`src/logic/game_pkg.sv`:
```
`default_nettype none

package game_pkg;

	////////////////////
	// keypad and lanes
	////////////////////
	localparam int KEY_W = 4; //keypad key code width

	localparam logic [15:0] LANE_LFSR_TAPS = 16'hb400; //galois feedback mask
	localparam logic [15:0] LANE_LFSR_SEED = 16'hace1; //lfsr state out of reset

	////////////////////
	// score limits
	////////////////////
	localparam int SCORE_MAX = 999; //three bcd digits
	localparam int MISS_MAX = 255; //one byte of misses

	////////////////////
	// host registers
	////////////////////
	localparam logic [1:0] REG_CTRL = 2'd0; //lane enables and round start
	localparam logic [1:0] REG_SCORE = 2'd1; //bcd score, write clears
	localparam logic [1:0] REG_MISS = 2'd2; //miss count
	localparam logic [1:0] REG_PEER = 2'd3; //peer fields, write sends dialogue

endpackage

`default_nettype wire

```
`src/logic/link_pkg.sv`:
```
`default_nettype none

package link_pkg;

	localparam int LINK_W = 9; //word between the two boards

	// kind bit values
	localparam logic LINK_KIND_DLG = 1'b0; //dialogue code word
	localparam logic LINK_KIND_SCORE = 1'b1; //score byte word

	// one link word read as dialogue or as score
	typedef union packed {
		struct packed {
			logic kind; //bit 8
			logic [3:0] code; //dialogue code
			logic [3:0] unused; //sent as zero
		} dlg;
		struct packed {
			logic kind; //bit 8
			logic [7:0] payload; //tens and units bcd
		} score;
	} link_word_u;

endpackage

`default_nettype wire

```
`src/logic/round_dispatch.sv`:
```
`timescale 1ns/1ns
`default_nettype none

module round_dispatch #(
	parameter int N_LANES = 4 //number of game lanes
) (
	input wire clk, //system clock
	input wire rst, //sync reset
	input wire [game_pkg::KEY_W-1:0] key, //key code from keypad
	input wire pressed, //keypad press level
	input wire [N_LANES-1:0] lane_en, //lanes in the next round
	input wire round_start, //start pulse from host regs
	output logic load, //load strobe to every lane
	output logic [N_LANES*game_pkg::KEY_W-1:0] targets, //lane targets side by side
	output logic [N_LANES-1:0] arm, //arm bit per lane
	output logic key_evt, //one cycle per press
	output logic [game_pkg::KEY_W-1:0] key_code //key that goes with key_evt
);

	localparam int KW = game_pkg::KEY_W;

	logic [15:0] lfsr_q; //target lfsr, kept across rounds
	logic [15:0] step [N_LANES+1]; //states after each unrolled step
	logic press_q; //press sampled
	logic press_qq; //press one cycle back
	logic [KW-1:0] key_q; //key sampled with press_q

	////////////////////
	// target lfsr
	////////////////////
	always_comb begin
		step[0] = lfsr_q; //state before this round
		for (int i = 0; i < N_LANES; i++) begin
			step[i+1] = {1'b0, step[i][15:1]}
				^ (step[i][0] ? game_pkg::LANE_LFSR_TAPS : 16'h0000); //galois shift
		end
	end

	always_ff @(posedge clk) begin
		if (rst) begin
			lfsr_q <= game_pkg::LANE_LFSR_SEED;
			load <= 1'b0;
			arm <= '0;
			press_q <= 1'b0;
			press_qq <= 1'b0;
			key_evt <= 1'b0;
		end else begin
			load <= round_start; //lanes load one cycle after start
			if (round_start) begin
				lfsr_q <= step[N_LANES]; //advance by one step per lane
				arm <= lane_en; //mask as it stands at start
			end
			press_q <= pressed;
			press_qq <= press_q;
			key_evt <= press_q & ~press_qq; //rising edge of press
		end
	end

	////////////////////
	// payload
	////////////////////
	always_ff @(posedge clk) begin
		key_q <= key;
		key_code <= key_q; //lines up with key_evt
		if (round_start) begin
			for (int i = 0; i < N_LANES; i++) begin
				targets[i*KW +: KW] <= step[i+1][KW-1:0]; //low bits after step i+1
			end
		end
	end

endmodule

`default_nettype wire

```
`src/logic/game_lane.sv`:
```
`timescale 1ns/1ns
`default_nettype none

module game_lane (
	input wire clk, //system clock
	input wire rst, //sync reset
	input wire load, //take a new target
	input wire arm, //lane plays this round
	input wire [game_pkg::KEY_W-1:0] target, //target offered at load
	input wire key_evt, //press event
	input wire [game_pkg::KEY_W-1:0] key_code, //key of the press
	output logic hit, //right key pulse
	output logic miss //wrong key pulse
);

	logic armed; //waiting for a press
	logic [game_pkg::KEY_W-1:0] target_q; //held target
	logic live; //armed once any load this cycle is seen
	logic [game_pkg::KEY_W-1:0] want; //target once any load is seen
	logic grade; //this press gets graded

	// a press in the load cycle is graded against the new target
	assign live = load ? arm : armed;
	assign want = load ? target : target_q;
	assign grade = key_evt & live;

	always_ff @(posedge clk) begin
		if (rst) begin
			armed <= 1'b0;
			hit <= 1'b0;
			miss <= 1'b0;
		end else begin
			hit <= grade & (key_code == want);
			miss <= grade & (key_code != want);
			if (grade)
				armed <= 1'b0; //one grade per round
			else if (load)
				armed <= arm;
		end
	end

	always_ff @(posedge clk) begin
		if (load)
			target_q <= target;
	end

endmodule

`default_nettype wire

```
`src/logic/score_regs.sv`:
```
`timescale 1ns/1ns
`default_nettype none

module score_regs #(
	parameter int N_LANES = 4 //number of game lanes
) (
	input wire clk, //system clock
	input wire rst, //sync reset
	input wire [N_LANES-1:0] lane_hit, //hit pulses from lanes
	input wire [N_LANES-1:0] lane_miss, //miss pulses from lanes
	input wire wb_cyc, //wishbone cycle
	input wire wb_stb, //wishbone strobe
	input wire wb_we, //wishbone write
	input wire [1:0] wb_adr, //register address
	input wire [15:0] wb_dat_w, //write data
	output logic [15:0] wb_dat_r, //read data, valid with ack
	output logic wb_ack, //one cycle ack
	output logic [N_LANES-1:0] lane_en, //lane enable mask
	output logic round_start, //pulse in the ack cycle
	input wire [link_pkg::LINK_W-1:0] link_in, //word from peer
	input wire link_in_valid, //peer word strobe
	output logic [link_pkg::LINK_W-1:0] link_out, //word to peer
	output logic link_out_valid //outgoing word strobe
);

	localparam int CNT_W = $clog2(N_LANES + 1);

	logic [CNT_W-1:0] hit_cnt, miss_cnt; //results this cycle
	logic [11:0] score_q; //bcd hundreds tens units
	logic [11:0] score_nx;
	logic [9:0] score_bin; //binary score plus hits
	logic [9:0] score_sat; //clamped at ceiling
	logic [7:0] miss_q;
	logic [7:0] miss_nx;
	logic [8:0] miss_sum;
	logic score_chg; //score moved last edge
	logic dlg_pend; //dialogue waiting for the link
	logic [3:0] dlg_code;
	logic [7:0] peer_score; //peer tens and units
	logic [3:0] peer_dlg; //last peer dialogue
	logic wb_req, wr_req; //new bus access
	logic [15:0] rd_mux;
	link_pkg::link_word_u rx_word, tx_score, tx_dlg;

	////////////////////
	// tally
	////////////////////
	always_comb begin
		hit_cnt = '0;
		miss_cnt = '0;
		for (int i = 0; i < N_LANES; i++) begin
			hit_cnt = hit_cnt + CNT_W'(lane_hit[i]);
			miss_cnt = miss_cnt + CNT_W'(lane_miss[i]);
		end
		score_bin = 10'(score_q[11:8]) * 10'd100 + 10'(score_q[7:4]) * 10'd10
			+ 10'(score_q[3:0]) + 10'(hit_cnt);
		score_sat = (score_bin > 10'(game_pkg::SCORE_MAX)) ? 10'(game_pkg::SCORE_MAX) : score_bin;
		score_nx = {4'(score_sat / 10'd100), 4'((score_sat / 10'd10) % 10'd10),
			4'(score_sat % 10'd10)}; //back to bcd
		miss_sum = 9'(miss_q) + 9'(miss_cnt);
		miss_nx = (miss_sum > 9'(game_pkg::MISS_MAX)) ? 8'(game_pkg::MISS_MAX) : miss_sum[7:0];
	end

	assign wb_req = wb_cyc & wb_stb & ~wb_ack;
	assign wr_req = wb_req & wb_we;
	assign rx_word = link_in;

	always_comb begin
		case (wb_adr)
			game_pkg::REG_CTRL: rd_mux = 16'(lane_en);
			game_pkg::REG_SCORE: rd_mux = {4'h0, score_q};
			game_pkg::REG_MISS: rd_mux = {8'h00, miss_q};
			game_pkg::REG_PEER: rd_mux = {4'h0, peer_dlg, peer_score};
			default: rd_mux = '0;
		endcase
		tx_score.score.kind = link_pkg::LINK_KIND_SCORE;
		tx_score.score.payload = score_q[7:0]; //tens and units only
		tx_dlg.dlg.kind = link_pkg::LINK_KIND_DLG;
		tx_dlg.dlg.code = dlg_code;
		tx_dlg.dlg.unused = '0;
	end

	////////////////////
	// control state
	////////////////////
	always_ff @(posedge clk) begin
		if (rst) begin
			wb_ack <= 1'b0;
			lane_en <= '0;
			round_start <= 1'b0;
			score_q <= '0;
			miss_q <= '0;
			score_chg <= 1'b0;
			dlg_pend <= 1'b0;
			peer_score <= '0;
			peer_dlg <= '0;
			link_out_valid <= 1'b0;
		end else begin
			wb_ack <= wb_req;
			round_start <= wr_req && wb_adr == game_pkg::REG_CTRL && wb_dat_w[15];
			if (wr_req && wb_adr == game_pkg::REG_CTRL)
				lane_en <= wb_dat_w[N_LANES-1:0];
			if (wr_req && wb_adr == game_pkg::REG_SCORE) begin
				score_q <= '0; //host clear beats tally
				miss_q <= '0;
				score_chg <= 1'b0;
			end else begin
				score_q <= score_nx;
				miss_q <= miss_nx;
				score_chg <= score_nx != score_q;
			end
			if (link_in_valid) begin
				if (rx_word.score.kind == link_pkg::LINK_KIND_SCORE)
					peer_score <= rx_word.score.payload;
				else
					peer_dlg <= rx_word.dlg.code;
			end
			link_out_valid <= score_chg | dlg_pend; //score first, dialogue waits
			if (wr_req && wb_adr == game_pkg::REG_PEER)
				dlg_pend <= 1'b1;
			else if (!score_chg)
				dlg_pend <= 1'b0; //went out this edge
		end
	end

	always_ff @(posedge clk) begin
		if (wb_req)
			wb_dat_r <= rd_mux;
		if (wr_req && wb_adr == game_pkg::REG_PEER)
			dlg_code <= wb_dat_w[3:0];
		link_out <= score_chg ? tx_score : tx_dlg;
	end

endmodule

`default_nettype wire

```
`src/logic/game_top.sv`:
```
`timescale 1ns/1ns
`default_nettype none

module game_top #(
	parameter int N_LANES = 4 //game lanes, 1 to 15
) (
	input wire clk, //system clock
	input wire rst, //sync reset, active high
	input wire [game_pkg::KEY_W-1:0] key, //keypad key code
	input wire pressed, //keypad press level
	input wire wb_cyc, //wishbone cycle
	input wire wb_stb, //wishbone strobe
	input wire wb_we, //wishbone write enable
	input wire [1:0] wb_adr, //register select
	input wire [15:0] wb_dat_w, //host write data
	output logic [15:0] wb_dat_r, //host read data
	output logic wb_ack, //wishbone ack
	input wire [link_pkg::LINK_W-1:0] link_in, //word from peer board
	input wire link_in_valid, //peer word strobe
	output logic [link_pkg::LINK_W-1:0] link_out, //word to peer board
	output logic link_out_valid //outgoing word strobe
);

	localparam int KW = game_pkg::KEY_W;

	logic [N_LANES-1:0] lane_en; //host lane mask
	logic round_start;
	logic load;
	logic [N_LANES*KW-1:0] targets;
	logic [N_LANES-1:0] arm;
	logic key_evt;
	logic [KW-1:0] key_code;
	logic [N_LANES-1:0] lane_hit; //also watched by assertions
	logic [N_LANES-1:0] lane_miss;

	round_dispatch #(
		.N_LANES(N_LANES)
	) dispatch_inst (
		.clk(clk),
		.rst(rst),
		.key(key), //raw key (I)
		.pressed(pressed), //press level (I)
		.lane_en(lane_en), //mask at start (I)
		.round_start(round_start), //from host regs (I)
		.load(load), //(O)
		.targets(targets), //(O)
		.arm(arm), //(O)
		.key_evt(key_evt), //(O)
		.key_code(key_code) //(O)
	);

	////////////////////
	// lanes
	////////////////////
	for (genvar i = 0; i < N_LANES; i++) begin : g_lane
		game_lane lane_inst (
			.clk(clk),
			.rst(rst),
			.load(load),
			.arm(arm[i]),
			.target(targets[i*KW +: KW]), //own slice
			.key_evt(key_evt),
			.key_code(key_code),
			.hit(lane_hit[i]),
			.miss(lane_miss[i])
		);
	end

	score_regs #(
		.N_LANES(N_LANES)
	) score_inst (
		.clk(clk),
		.rst(rst),
		.lane_hit(lane_hit), //(I)
		.lane_miss(lane_miss), //(I)
		.wb_cyc(wb_cyc),
		.wb_stb(wb_stb),
		.wb_we(wb_we),
		.wb_adr(wb_adr),
		.wb_dat_w(wb_dat_w),
		.wb_dat_r(wb_dat_r),
		.wb_ack(wb_ack),
		.lane_en(lane_en), //(O)
		.round_start(round_start), //(O)
		.link_in(link_in),
		.link_in_valid(link_in_valid),
		.link_out(link_out),
		.link_out_valid(link_out_valid)
	);

endmodule

`default_nettype wire

```
`config.mk`:
```
export PLATFORM = sky130hd
export DESIGN_NAME = game_top
export DESIGN_NICKNAME = d
export VERILOG_FILES = /design/src/logic/game_pkg.sv /design/src/logic/link_pkg.sv /design/src/logic/round_dispatch.sv /design/src/logic/game_lane.sv /design/src/logic/score_regs.sv /design/src/logic/game_top.sv
export SDC_FILE = /design/constraint.sdc
export NUM_CORES = 1
export LEC_CHECK = 0
export BUFFER_PORTS_ARGS = -buffer_cell sky130_fd_sc_hd__buf_2
export CORE_MARGIN = 3
export CORE_UTILIZATION = 30
export CTS_CLUSTER_DIAMETER = 40
export DETAILED_ROUTE_END_ITERATION = 16
export GPL_ROUTABILITY_DRIVEN = 0
export GPL_TIMING_DRIVEN = 0
export PLACE_DENSITY = 0.49
export SLEW_MARGIN = 20
export SYNTH_ARGS = -nofsm -noshare
export SYNTH_HDL_FRONTEND = slang
export SYNTH_SLANG_ARGS = --single-unit
```
`constraint.sdc`:
```
create_clock -name clk -period 23.6 [get_ports clk]
set_input_delay 3.54 -clock clk [delete_from_list [all_inputs] [get_ports clk]]
set_output_delay 3.54 -clock clk [all_outputs]
set_load 0.05 [all_outputs]
```
==> results.yml <==
synth:
  synth_edf_count: 23
  netlist_area_mm2: 0.00857
  yosysWarnings: 0
  synthArstFlopShare: 0
  synthDistinctLibCells: 109
  synthCells: 933
  ys.flop_type: "dfxtp_1"
  ys_ff_latch: 133
  ys_seq_area_frac: 0.338
  syn_avg_cell_area_um2: 9.18
clock_tree:
  cts_setup_buffers: 0
  htreeDepth: 4
  clk_latency_ns: 0.42
  cts_root_buf: "clkbuf_16"
  cts_tree: "done"
  cts-resized-gates: 0
  cts_hold_buffers: 0
  clk_pin_slew_worst_paths_ns: 0.06
  clock_sinks: 133
  cts_buffer_depth: 2
  cts_made_buffers: 17
run:
  drv_cap: 0
die:
  io_pins: 65
  row_count: 61
  core_area_mm2: 0.0279
  die_x_um: 175
  start_util: 0.307
  die_area_mm2: 0.0306
  die_height_um: 175
global_routing:
  grt_max_degree: 17
  gr-total-overflow: 0
  grt_pass1_vias: 6771
  gr-max-usage-layer: "met2"
  antenna_found_initial: 0
  met3_usage: 0.0154
  grt_pass1_wl_um: 36100
  grt_util_met1: 0.201
  use_met2: 0.234
  track_usage: 0.144
cells_and_area:
  finalNonFillerCells: 1391
  fillers: 2905
  nets: 1097
  drive_above_1_share: 0.164
  diodes: 0
  final_util: 0.354
  area_growth_pct: 15.4
critical_path:
  crit_path_frequent_cell: "ha_1"
  regToRegStartpoint: "g_lane[1].lane_inst.hit$_SDFF_PP0_"
  crit_arrival_ns: 11.91
  start_kind: "register"
  end_kind: "register"
  critPathSlowestCell: "nor4b_1"
  path_max_fanout: 10
  crit_start: "g_lane[1].lane_inst.hit$_SDFF_PP0_"
  path_class: "reg2reg"
  slowest_delay_ns: 0.58
  crit_required_ns: 23.87
sta:
  finalCritPeriodShare: 0.493
  drv_slew: 0
  tightest_slew_ns: 1.06
  setup_viol: 0
  rsz0062_at_grt: "no"
  finalHoldViolCount: 0
  period_needed_ns: 11.63
  max_freq_mhz: 86.0
  slew_headroom: 0.289
  setup_tns_ns: 0
  fin_skew_ns: 0.00916
detailed_routing:
  wl_per_cell_um: 15.7
  drc: 0
  ant_nets: 0
  vias_per_cell: 5.06
  dr.pass1.iters: 5
  vias: 7044
  drt_iter0_markers: 573
  wl_um: 21800
placed_design:
  hpwl_um: 17000
  io_buffers: 45
  dp.cells: 1359
outcome:
  outcome: "finished clean"
power_and_ir_drop:
  p_per_area_mw_per_mm2: 53.9
  p_leak_nw: 4.11
  ir_drop_mv: 0.0408
worst_hold_path:
  hold_start: "dispatch_inst.key_q[2]$_DFF_P_"
  min_path_type: "reg2reg"
## per-layer routing
layer,share of wire,vias up
met2,0.46,117
met3,0.023,26
met5,0,-
li1,-,3528
met1,0.50,3373
met4,0.017,0
## flip-flops by register name (all words and copies together) (netlist names), 7 cells and up
name                       flops
dispatch_inst.lfsr_q          16
g_lane.lane_inst.target_q     16
score_inst.score_q            12
score_inst.wb_dat_r           12
score_inst.link_out            9
score_inst.miss_q              8
score_inst.peer_score          8
dispatch_inst.targets          7
## worst paths after layout
check | endpoint | slack (ns) | depth (start not counted)
hold reg to reg | dispatch_inst.key_code[2]$_DFF_P_ | 0.33 | 0
setup reg to reg | score_inst.score_chg$_SDFF_PP0_ | 11.97 | 45
setup / recovery | score_inst.score_chg$_SDFF_PP0_ | 11.97 | 45
hold / removal | dispatch_inst.key_code[2]$_DFF_P_ | 0.33 | 0
## cell usage after synthesis (4+ instances only)
cell        n  area [µm²]
a21oi_1    52         260
mux2i_1    35         350
buf_4       4        30.0
clkbuf_1   24        90.1
nor3_1     29         145
a211o_1    12         105
buf_1       5        18.8
nand3_1    27         135
o21ai_1    11        55.1
xor2_1     23         201
nand4_1     8        50.1
o211a_1     4        40.0
a211oi_1    7        52.6
or2_2       9        56.3
nand2b_1    6        37.5
o22ai_1     7        43.8
a22o_1      5        43.8
nor4_1     10        62.6
mux2_2     10         113
a21o_1     11        82.6
ha_1       49         613
a21oi_2     4        35.0
o21a_1      7        52.6
fa_1       10         200
and3_1      4        25.0
dfxtp_1   110        2200
nand2_1    48         180
edfxtp_1   23         691
o21ai_0    35         175
o211ai_1    7        52.6
nor2_1     79         297
buf_2       9        45.0
nor3b_1     5        37.5
nor2b_1    23         144
or3_1       9        56.3
o31ai_1     4        30.0
xnor2_1    29         254
inv_1      61         229
mux4_2      4        90.1
buf_6       5        56.3
and2_1     10        62.6
## where the power goes
part           leakage (nW)  internal, W  switching, W
clock                 0.306     0.000165      0.000102
sequential             1.11     0.000237    0.00000252
combinational          2.69   0.00000932     0.0000174
total                  4.11     0.000411      0.000122
## worst max-delay path: cells and delay by family (launching register included)
kind	cells	cell delay, ns
adders and majority gates	10	3.17
AOI/OAI and AO/OA	14	3.75
xor gates and xnor gates	1	0.15
and+or+nand+nor	12	2.91
DFF	1	0.30
buffers and inverters	6	0.69
muxes	2	0.49
## placed cells by master, fill, tap and decap left out, drive strengths merged, types with 7 or more instances in the layout
master / count
clkbuf: 45
ha: 49
o21a: 7
a21oi: 56
edfxtp: 23
or2: 10
a21o: 12
nand2: 50
nor3: 30
nand4: 8
inv: 67
mux2i: 36
xnor2: 32
fa: 10
nor2b: 24
nor2: 83
xor2: 23
mux2: 12
a211o: 12
nand2b: 8
nand3: 27
o21ai: 48
or3: 9
dfxtp: 110
nor4: 11
and2: 12
buf: 68
o211ai: 10
a211oi: 9
o22ai: 9
## logic make-up after synthesis
group / after synthesis / share of synthesized area
DFF: 133 / 0.338
xor gates and xnor gates: 56 / 0.0615
and+or+nand+nor: 294 / 0.182
adders and majority gates: 61 / 0.0973
muxes: 52 / 0.0707
AOI/OAI and AO/OA: 227 / 0.195
other: 1 / 0.000438
buffers and inverters: 109 / 0.0552
## stage by stage
step                hold slack, ns  setup slack, ns  instance area [µm²]  power [W]
finish                       0.328            11.97                 9890   0.000533
detailed placement           0.315            12.01                 9280   0.000271
global placement             0.312            12.03                 9280   0.000271
global route                 0.336            11.14                 9890   0.000551
floorplan                    0.310            13.68                 8580   0.000263
CTS                          0.329            11.98                 9880   0.000539
## area by class of cell
type                    instances  area [µm²]  area share
multi-input cells             694        5210       0.527
flip-flops and latches        133        2890       0.293
clock buffers                  21         503      0.0509
well taps                     378         473      0.0478
plain buffers                  47         240      0.0243
inverters                      62         233      0.0235
repair buffers                 45         225      0.0228
clock inverters                11         106      0.0108
Power figures use the tool's default switching activity.
